**src/rtl/ooo_consts.svh**
```systemverilog
`ifndef OOO_CONSTS_SVH
`define OOO_CONSTS_SVH

// reorder buffer geometry
`define ROB_SIZE     8
`define ROB_IDX_LEN  3

// data path and register index widths
`define XLEN         32
`define REG_IDX_LEN  5   // register 0 is never written

// execution lanes
`define NUM_LANES    2
`define LANE_DEPTH   3   // pipeline stages per lane

`endif

```
**src/rtl/ooo_pkg.sv**
```systemverilog
`include "ooo_consts.svh"

package ooo_pkg;

    typedef enum logic [2:0] {
        OP_ADD = 3'd0,
        OP_SUB = 3'd1,
        OP_XOR = 3'd2,
        OP_MUL = 3'd3,
        OP_BEQ = 3'd4   // predicted not taken
    } opcode_e;

    // one reorder buffer slot, 39 bits
    typedef struct packed {
        logic [`REG_IDX_LEN-1:0] dest_reg;
        logic [`XLEN-1:0]        value;
        logic                    ready;     // result written back
        logic                    mis_pred;  // branch resolved taken
    } rob_entry_t;

    // round-robin pointer of the dispatch unit, one value per lane
    typedef enum logic [0:0] {
        LANE_0 = 1'b0,
        LANE_1 = 1'b1
    } lane_sel_e;

endpackage

```
**src/rtl/lane_ifs.sv**
```systemverilog
`timescale 1ns/1ps
`include "ooo_consts.svh"

// dispatch to lane, single-cycle strobe, the lane always accepts
interface issue_if import ooo_pkg::*;
    ();
    logic                    valid;
    logic [`ROB_IDX_LEN-1:0] rob_idx;
    opcode_e                 opcode;
    logic [`XLEN-1:0]        op_a;
    logic [`XLEN-1:0]        op_b;

    modport dispatch (output valid, rob_idx, opcode, op_a, op_b);
    modport lane     (input  valid, rob_idx, opcode, op_a, op_b);

endinterface

// lane write-back into the reorder buffer
interface complete_if;
    logic                    valid;
    logic [`ROB_IDX_LEN-1:0] rob_idx;
    logic [`XLEN-1:0]        value;
    logic                    mis_pred;

    modport lane (output valid, rob_idx, value, mis_pred);
    modport rob  (input  valid, rob_idx, value, mis_pred);

endinterface

```
**src/rtl/dispatch_unit.sv**
```systemverilog
`timescale 1ns/1ps
`include "ooo_consts.svh"

module dispatch_unit import ooo_pkg::*; (
    input  logic                    clock,
    input  logic                    reset,

    input  logic                    inst_valid,
    input  opcode_e                 inst_opcode,
    input  logic [`XLEN-1:0]        inst_op_a,
    input  logic [`XLEN-1:0]        inst_op_b,
    input  logic [`REG_IDX_LEN-1:0] inst_dest,
    output logic                    inst_ready,

    input  logic [`ROB_IDX_LEN-1:0] rob_tail,
    input  logic                    rob_full,
    input  logic                    squash,
    output logic                    alloc,
    output logic [`REG_IDX_LEN-1:0] alloc_dest,

    issue_if.dispatch               issue [`NUM_LANES]
);

    lane_sel_e lane_sel;  // lane that takes the next instruction
    logic      accept;

    // nothing enters while the buffer is full or being flushed
    assign inst_ready = !rob_full && !squash;
    assign accept     = inst_valid && inst_ready;

    assign alloc      = accept;
    assign alloc_dest = inst_dest;

    // every lane sees the same payload, only the selected one gets the strobe
    for (genvar l = 0; l < `NUM_LANES; l++) begin : g_issue
        assign issue[l].valid   = accept && (lane_sel == lane_sel_e'(l));
        assign issue[l].rob_idx = rob_tail;   // entry allocated this cycle
        assign issue[l].opcode  = inst_opcode;
        assign issue[l].op_a    = inst_op_a;
        assign issue[l].op_b    = inst_op_b;
    end

    always_ff @(posedge clock) begin
        if (reset) begin
            lane_sel <= LANE_0;
        end else if (accept) begin
            // advance only when an instruction actually leaves
            if (lane_sel == lane_sel_e'(`NUM_LANES - 1)) begin
                lane_sel <= LANE_0;
            end else begin
                lane_sel <= lane_sel_e'(lane_sel + 1'b1);
            end
        end
    end

endmodule

```
**src/rtl/exec_lane.sv**
```systemverilog
`timescale 1ns/1ps
`include "ooo_consts.svh"

module exec_lane import ooo_pkg::*; (
    input  logic      clock,
    input  logic      reset,
    input  logic      squash,

    issue_if.lane     issue,
    complete_if.lane  done
);

    logic [`XLEN-1:0] result;
    logic             taken;

    // per-stage state, stage 0 holds the freshly computed result
    logic [`LANE_DEPTH-1:0]  stage_valid;
    logic [`LANE_DEPTH-1:0]  stage_mispred;
    logic [`XLEN-1:0]        stage_value [`LANE_DEPTH];
    logic [`ROB_IDX_LEN-1:0] stage_idx   [`LANE_DEPTH];

    always_comb begin
        result = '0;
        taken  = 1'b0;
        case (issue.opcode)
            OP_ADD:  result = issue.op_a + issue.op_b;
            OP_SUB:  result = issue.op_a - issue.op_b;
            OP_XOR:  result = issue.op_a ^ issue.op_b;
            OP_MUL:  result = issue.op_a * issue.op_b;  // low word of the product
            OP_BEQ:  taken  = (issue.op_a == issue.op_b);
            default: result = '0;
        endcase
    end

    // everything in flight is younger than the retiring branch, so drop it all
    always_ff @(posedge clock) begin
        if (reset || squash) begin
            stage_valid <= '0;
        end else begin
            stage_valid <= {stage_valid[`LANE_DEPTH-2:0], issue.valid};
        end
    end

    always_ff @(posedge clock) begin
        if (issue.valid) begin
            stage_value[0]   <= result;
            stage_idx[0]     <= issue.rob_idx;
            stage_mispred[0] <= taken;
        end
        for (int s = 1; s < `LANE_DEPTH; s++) begin
            stage_value[s]   <= stage_value[s-1];
            stage_idx[s]     <= stage_idx[s-1];
            stage_mispred[s] <= stage_mispred[s-1];
        end
    end

    assign done.valid    = stage_valid[`LANE_DEPTH-1];
    assign done.rob_idx  = stage_idx[`LANE_DEPTH-1];
    assign done.value    = stage_value[`LANE_DEPTH-1];
    assign done.mis_pred = stage_mispred[`LANE_DEPTH-1];

endmodule

```
**src/rtl/rob.sv**
```systemverilog
`timescale 1ns/1ps
`include "ooo_consts.svh"

module rob import ooo_pkg::*; (
    input  logic                    clock,
    input  logic                    reset,

    input  logic                    alloc,
    input  logic [`REG_IDX_LEN-1:0] alloc_dest,
    output logic [`ROB_IDX_LEN-1:0] rob_tail,
    output logic                    rob_full,
    output logic                    squash,

    complete_if.rob                 done [`NUM_LANES],

    output logic                    retire_valid,
    output logic [`REG_IDX_LEN-1:0] retire_dest,
    output logic [`XLEN-1:0]        retire_value,
    output logic                    retire_reg_write,
    output logic                    retire_mispred
);

    logic [`ROB_IDX_LEN-1:0] rob_head;
    logic [`ROB_IDX_LEN:0]   rob_count;   // one bit wider so a full buffer fits
    rob_entry_t              entries [`ROB_SIZE];
    rob_entry_t              head_entry;
    logic                    rob_empty;

    // completion strobes flattened out of the interface array
    logic [`NUM_LANES-1:0]   cmp_valid;
    logic [`NUM_LANES-1:0]   cmp_mispred;
    logic [`ROB_IDX_LEN-1:0] cmp_idx   [`NUM_LANES];
    logic [`XLEN-1:0]        cmp_value [`NUM_LANES];

    for (genvar l = 0; l < `NUM_LANES; l++) begin : g_done
        assign cmp_valid[l]   = done[l].valid;
        assign cmp_idx[l]     = done[l].rob_idx;
        assign cmp_value[l]   = done[l].value;
        assign cmp_mispred[l] = done[l].mis_pred;
    end

    // circular increment, the buffer size need not be a power of two
    function automatic logic [`ROB_IDX_LEN-1:0] next_idx(input logic [`ROB_IDX_LEN-1:0] idx);
        logic [`ROB_IDX_LEN-1:0] nxt;
        if (idx == `ROB_IDX_LEN'(`ROB_SIZE - 1)) begin
            nxt = '0;
        end else begin
            nxt = idx + 1'b1;
        end
        return nxt;
    endfunction

    assign head_entry = entries[rob_head];
    assign rob_empty  = (rob_count == '0);
    assign rob_full   = (rob_count == (`ROB_IDX_LEN+1)'(`ROB_SIZE));

    // head retires as soon as its result is back
    assign retire_valid     = !rob_empty && head_entry.ready;
    assign squash           = retire_valid && head_entry.mis_pred;
    assign retire_dest      = head_entry.dest_reg;
    assign retire_value     = head_entry.value;
    assign retire_reg_write = retire_valid && (head_entry.dest_reg != '0);
    assign retire_mispred   = squash;

    // pointers and occupancy
    always_ff @(posedge clock) begin
        if (reset) begin
            rob_head  <= '0;
            rob_tail  <= '0;
            rob_count <= '0;
        end else if (squash) begin
            rob_head  <= rob_tail;   // drop every younger entry at once
            rob_count <= '0;
        end else begin
            if (alloc) begin
                rob_tail <= next_idx(rob_tail);
            end
            if (retire_valid) begin
                rob_head <= next_idx(rob_head);
            end
            case ({alloc, retire_valid})
                2'b10:   rob_count <= rob_count + 1'b1;
                2'b01:   rob_count <= rob_count - 1'b1;
                default: rob_count <= rob_count;
            endcase
        end
    end

    // entry storage, slots outside head..tail are never read
    always_ff @(posedge clock) begin
        if (!squash) begin
            if (alloc) begin
                entries[rob_tail] <= '{dest_reg: alloc_dest, value: '0,
                                       ready: 1'b0, mis_pred: 1'b0};
            end
            if (retire_valid) begin
                entries[rob_head] <= '0;
            end
            for (int l = 0; l < `NUM_LANES; l++) begin
                if (cmp_valid[l]) begin
                    entries[cmp_idx[l]].ready    <= 1'b1;
                    entries[cmp_idx[l]].value    <= cmp_value[l];
                    entries[cmp_idx[l]].mis_pred <= cmp_mispred[l];
                end
            end
        end
    end

endmodule

```
**src/rtl/ooo_backend.sv**
```systemverilog
`timescale 1ns/1ps
`include "ooo_consts.svh"

module ooo_backend import ooo_pkg::*; (
    input  logic                    clock,
    input  logic                    reset,

    input  logic                    inst_valid,
    input  opcode_e                 inst_opcode,
    input  logic [`XLEN-1:0]        inst_op_a,
    input  logic [`XLEN-1:0]        inst_op_b,
    input  logic [`REG_IDX_LEN-1:0] inst_dest,
    output logic                    inst_ready,
    output logic [`ROB_IDX_LEN-1:0] inst_rob_idx,

    output logic                    retire_valid,
    output logic [`REG_IDX_LEN-1:0] retire_dest,
    output logic [`XLEN-1:0]        retire_value,
    output logic                    retire_reg_write,
    output logic                    retire_mispred
);

    logic                    alloc;
    logic [`REG_IDX_LEN-1:0] alloc_dest;
    logic [`ROB_IDX_LEN-1:0] rob_tail;
    logic                    rob_full;
    logic                    squash;

    issue_if    issue_bus [`NUM_LANES] ();
    complete_if done_bus  [`NUM_LANES] ();

    assign inst_rob_idx = rob_tail;   // index the presented instruction will get

    dispatch_unit dispatch_unit_inst (
        .clock, .reset,
        .inst_valid, .inst_opcode, .inst_op_a, .inst_op_b, .inst_dest, .inst_ready,
        .rob_tail, .rob_full, .squash, .alloc, .alloc_dest,
        .issue (issue_bus)
    );

    for (genvar l = 0; l < `NUM_LANES; l++) begin : g_lane
        exec_lane exec_lane_inst (
            .clock, .reset, .squash,
            .issue (issue_bus[l]),
            .done  (done_bus[l])
        );
    end

    rob rob_inst (
        .clock, .reset,
        .alloc, .alloc_dest, .rob_tail, .rob_full, .squash,
        .done (done_bus),
        .retire_valid, .retire_dest, .retire_value, .retire_reg_write, .retire_mispred
    );

endmodule

```
**config.mk**
```make
export PLATFORM = sky130hd
export DESIGN_NAME = ooo_backend
export DESIGN_NICKNAME = d
export VERILOG_FILES = /design/src/rtl/ooo_pkg.sv /design/src/rtl/lane_ifs.sv /design/src/rtl/dispatch_unit.sv /design/src/rtl/exec_lane.sv /design/src/rtl/rob.sv /design/src/rtl/ooo_backend.sv
export VERILOG_INCLUDE_DIRS = /design/src /design/src/rtl
export SDC_FILE = /design/constraint.sdc
export NUM_CORES = 2
export LEC_CHECK = 0
export CELL_PAD_IN_SITES_DETAIL_PLACEMENT = 0
export CELL_PAD_IN_SITES_GLOBAL_PLACEMENT = 1
export CORE_ASPECT_RATIO = 0.5
export CORE_MARGIN = 5
export CORE_UTILIZATION = 48
export DETAILED_ROUTE_END_ITERATION = 8
export DONT_BUFFER_PORTS = 1
export GPL_TIMING_DRIVEN = 0
export PLACE_DENSITY_LB_ADDON = 0.1
export SETUP_SLACK_MARGIN = 0.2
export SLEW_MARGIN = 20
export SYNTH_ARGS = -nofsm -noshare
export SYNTH_HDL_FRONTEND = slang
export SYNTH_HIERARCHICAL = 1
export SYNTH_SLANG_ARGS = --single-unit
```
**constraint.sdc**
```tcl
create_clock -name clock -period 7 [get_ports clock]
set_clock_uncertainty 0.2 [all_clocks]
set_input_delay 0.35 -clock clock [delete_from_list [all_inputs] [get_ports clock]]
set_output_delay 0.35 -clock clock [all_outputs]
set_load 0.01 [all_outputs]
```
* Yosys cells after proc, flatten, opt, wreduce, memory -nomap -nowiden
Memories as Yosys holds them, arrays and structs flattened. A register that Yosys moved wholly into a read port is not among the register bits. Cells that the tools add are included. Widths: inputs -> output; s select.
Word-level totals: register bits after elaboration 23, latch bits 0, bits in writable memories 522, memory bits (read-only) 0, input port bits 75, output and inout bits 44, word-level logic and storage cells 80, memories 5
Memories:
- rob_inst.entries | depth 8, width 39, read ports 1, clocked after Yosys merged registers in 1, wr ports 4, RTL line rob.sv:25 | rob_entry_t entries [`ROB_SIZE];
- g_lane[0].exec_lane_inst.stage_value | depth 3, width 32, read ports 3, clocked after Yosys merged registers in 0, wr ports 3, RTL line exec_lane.sv:19 | logic [`XLEN-1:0] stage_value [`LANE_DEPTH];
- g_lane[1].exec_lane_inst.stage_value | depth 3, width 32, read ports 3, clocked after Yosys merged registers in 0, wr ports 3, RTL line exec_lane.sv:19
- g_lane[0].exec_lane_inst.stage_idx | depth 3, width 3, read ports 3, clocked after Yosys merged registers in 0, wr ports 3, RTL line exec_lane.sv:20 | logic [`ROB_IDX_LEN-1:0] stage_idx [`LANE_DEPTH];
- g_lane[1].exec_lane_inst.stage_idx | depth 3, width 3, read ports 3, clocked after Yosys merged registers in 0, wr ports 3, RTL line exec_lane.sv:20
Operators by class: add/sub/neg operators 7, $mul 1, div/mod/pow operators 0, order comparisons 0, equal/unequal tests 10, shift-type cells 0, multiplexer cells 26, bitwise operators 3, reductions and logical operators 18
Operators with widths (number):
- $pmux 32 s4 | 1
- $add 32x32->32 | 1
- $eq 32x32->1 | 1
- $mul 32x32->32 | 1
- $sub 32x32->32 | 1
- $xor 32x32->32 | 1
- $mux 1 | 18
- $mux 3 | 6
- $eq 3x3->1 const B | 3
- $pmux 4 s2 | 1
- $logic_and 1x1->1 | 7
- $add 3x1->3 const B | 2
- $eq 3x2->1 const B | 2
- $reduce_bool 5->1 | 1
- $add 4x1->4 const B | 1
- $eq 4x4->1 const B | 1
- $logic_not 4->1 | 1
- $reduce_bool 2->1 | 2
- $sub 4x1->4 const B | 1
- $eq 3x1->1 const B | 1
- $logic_not 1->1 | 3
- $logic_not 3->1 | 1
- $eq 2x1->1 const B | 1
- $eq 2x2->1 const B | 1
- other kinds (5) | 6

* Depth between registers and ports, before layout
word-level depth 10, mapped depth 28, gate-level depth less buffers 25

* Hierarchy
Netlist, hierarchy kept.
Modules (own cells, without submodules):
- exec_lane at g_lane[0].exec_lane_inst | instances 1, cells each 2545, area an instance 22790.6 sq um, seq. area each 2582.5 sq um
- exec_lane at g_lane[1].exec_lane_inst | instances 1, cells each 2526, area an instance 22685.5 sq um, seq. area each 2582.5 sq um
- rob | instances 1, cells each 1471, area an instance 18740.5 sq um, seq. area each 9148.8 sq um
- dispatch_unit | instances 1, cells each 153, area an instance 1168.6 sq um, seq. area each 20.0 sq um

* Least setup slack after synthesis
OpenSTA, ideal clock, no wires.
path type input to register, from in inst_op_a[12], to mem g_lane[0].exec_lane_inst/stage_value[0][30] (netlist bit) (data pin), library setup time 0.268 ns, data arrival time 7.012 ns, required time 6.532 ns, slack -0.481 ns, cell stages on the path 25, buffers on the path 3, cells stage by stage buf_4 > clkbuf_1 > clkbuf_1 > and2_1 > fa_1 > fa_1 > fa_1 > inv_1 > fa_1 > inv_1 > fa_1 > inv_1 > fa_1 > inv_1 > fa_1 > fa_1 > ha_1 > nand2_1 > or3_1 > or3_1 > nor3_1 > nor3_1 > o21ai_0 > xnor2_1 > o22ai_1
RTL lines:
- start, declared | RTL line ooo_backend.sv:10 | input logic [`XLEN-1:0] inst_op_a,
- end, declared | RTL line exec_lane.sv:19

==> results.toml <==
[run_status]
outcome = "finished with violations"
violations = "setup timing"

[critical_path]
crit_slowest_cell = "fa_2"
path_common_cell = "fa_1"
worst-r2r-setup-slack_ns = 1.05
cp_top_family = "adder cells"
worstSetupStartpointType = "input port"
cp.required_ns = 7.08
slowest_delay_ns = 0.62
worstSetupPathType = "input port to register"
r2r-end = "rob_inst/entries[4][18]$_DFFE_PP_"
crit_path_end_kind = "register"
critPathMaxFanout = 10
path_buf_inv = 6
arrival_ns = 7.69
rr_worst_depth = 16

[global_routing]
grt_usage_pct = 36.8
grt_start_max_net_pins = 34
grt_pass1_vias = 53500
grt_overflow = 0
grt_pass1_wl_um = 384000
antenna_found_initial = 46

[clocking]
tritoncts = "done"
cts_root_buffer = "clkbuf_16"
clk_pin_slew_ns = 0.06
cts.sinks = 548
clk-insertion-delay-late_ns = 0.61
cts.htree.levels = 2
clock_path_buffers = 3
cts_buffers = 53

[final_layout]
area_growth_pct = 11.4
drive_gt1_share_pct = 17.7
layout_common_cells = "895 x inv_1, 791 x fa_1, 567 x nand2_1, 543 x and2_1, 350 x ha_1"
utilization_pct = 54.1
final_common_cell = "inv_1"
final_nets = 8100

[floorplan]
start_util_pct = 48.5
core_um2 = 135000
fp.dieW_um = 532
die_height_um = 271
die-area_um2 = 144000
num_rows = 95
num_io_pins = 119

[yosys]
yosysWarnings = 6
syn_area_um2 = 65400
ys_types = 109
ys_seq_area_share_pct = 21.9
postSynthCellCount = 6695
synth_ff_type = "edfxtp_1"
synth_edf_count = 336
async_flop_share_pct = 0
ys_ff_latch = 548
syn-num-nets = 7968
synth.avg_cell_area_um2 = 9.77

[detailed_routing]
ant_nets = 0
dr.first_iter.drc_count = 5737
via_count = 52200
dr.pass1.iters = 7
drc = 0
wl_per_cell_um = 31.0
wl_um = 269000
vias_per_cell = 6.00

[timing]
slew_headroom_pct = 19.0
rsz0062_at_grt = "yes"
finalCritPeriodShare_pct = 109
hold_viol = 0
tightestPinTransition_ns = 1.21
finalSetupViolations = 16
postLayoutSetupSlackWorst_ns = -0.607
drv_slew = 0
fin_crit_ns = 7.61
fmax_ghz = 0.131

[worst_hold_path]
hold_path_end = "rob_inst/entries[6][38]$_SDFFE_PP0P_"
min_path_cells = 4
hp-class = "input port to register"
worstHoldStart = "inst_dest[4]"

[place]
place_congestion = 1.00
hpwl_um = 217000
portBuffers = 0

[flow_run]
drv_cap = 0
final cells by class:
cell class,count,area [um^2]
Fill cell,12200,61900
Antenna cell,37,92.6
Clock inverter,29,260
Multi-Input combinational cell,4620,45700
Buffer,607,4420
Inverter,909,3410
Clock buffer,70,1480
Tap cell,1794,2240
Sequential cell,548,14300
Timing Repair Buffer,88,888
worst max path at each step:
stage | depth (start not counted) | to | from
after global routing | 26 | g_lane[1].exec_lane_inst/stage_value[0][30]$_DFFE_PP_ | inst_op_b[4]
after global placement | 24 | g_lane[1].exec_lane_inst/stage_value[0][28]$_DFFE_PP_ | inst_op_b[1]
after detailed placement | 24 | g_lane[1].exec_lane_inst/stage_value[0][30]$_DFFE_PP_ | inst_op_b[1]
after CTS | 27 | g_lane[1].exec_lane_inst/stage_value[0][31]$_DFFE_PP_ | inst_op_b[4]
final | 25 | g_lane[1].exec_lane_inst/stage_value[0][30]$_DFFE_PP_ | inst_op_a[0]
after floorplan | 25 | g_lane[0].exec_lane_inst/stage_value[0][28]$_DFFE_PP_ | inst_op_b[4]
synthesized netlist by cell type, drive strengths merged, types with 9 or more instances:
library cell,number,share of area [%]
dfxtp,212,6.5
o21ai,163,1.2
o31a,11,0.15
nor4,13,0.14
o31ai,17,0.21
and2,566,5.4
o22ai,25,0.24
nor2b,64,0.61
a211oi,32,0.37
o211ai,29,0.33
a21oi,201,1.6
a211o,14,0.19
o21a,32,0.37
xnor2,141,1.9
a31oi,24,0.24
nor3,210,1.7
mux4,78,2.7
and3,155,1.5
xor2,44,0.59
fa,821,25
o21bai,28,0.32
nand2,573,3.3
nand2b,19,0.18
a21o,56,0.64
inv,907,5.2
or4,12,0.14
clkbuf,323,1.9
nor2,231,1.3
mux2i,23,0.35
nor3b,18,0.24
edfxtp,336,15
nand4,22,0.23
buf,295,3.3
nand3,101,0.77
o311ai,10,0.13
or2,14,0.13
or3,39,0.38
mux2,311,5.7
o2111ai,9,0.12
a221oi,13,0.21
ha,377,7.2
layer usage:
metal  share of wire (%)  vias to the layer above  GRT usage (%)  routed length [um]
li1                    -                    22100              -                   -
met1                  43                    26800           52.4              116000
met2                  40                     2873           51.8              108000
met3                  13                      488           14.2               36300
met4                 3.2                       30           10.3                8640
met5                0.14                        -           1.02                 387
kinds of logic after synthesis:
kind of cell    after synthesis  synth area share (%)
fa+ha+maj                  1198                  32.4
simple gates               2059                  16.4
flops                       548                  21.9
buf+inv                    1527                  10.3
compound gates              766                  7.80
mux                         412                  8.73
xor+xnor                    185                  2.48
state kept, by name, summed over array words and instances, names as in the netlist, named ones only:
signal and flops:
g_lane.exec_lane_inst/stage_idx 18, rob_inst/rob_count 4, g_lane.exec_lane_inst/stage_mispred 6, g_lane.exec_lane_inst/stage_value 192, rob_inst/entries 312, rob_inst/rob_tail 3, g_lane.exec_lane_inst/stage_valid 6, dispatch_unit_inst/lane_sel 1
rob_inst/rob_head 3
worst min-delay path, cell delays in order:
cell,delay [ns]
buf_4,0.10
clkbuf_1,0.19
nand3_1,0.11
a21oi_1,0.06
timing repair:
action                                  in CTS  in global routing
pin swaps                                  135                 90
setup buffers                               62                  7
gates resized for setup                    404                151
endpoints found under the hold margin       10                  0
hold buffers                                 2                  0
endpoints found under the setup margin      40                 35
gates cloned                                 1                  0
metrics by stage:
step                      instance area, um^2  setup WS, ns  hold WS [ns]  cells  setup TNS (ns)
final                                   72900        -0.607        0.0571   8702           -4.22
after global routing                    72800        -0.679        0.0844   8676           -6.05
after CTS                               72300        -0.354        0.0318   8661           -2.81
after detailed placement                68300         -2.50         0.112   8505          -60.39
after global placement                  68000         -2.59         0.113   8489          -66.11
after floorplan                         65800        -0.148         0.110   6695          -0.657
Power is left out: the tool's default activity adds up to more than one toggle a clock period on the data nets, which glitch-free logic cannot reach.
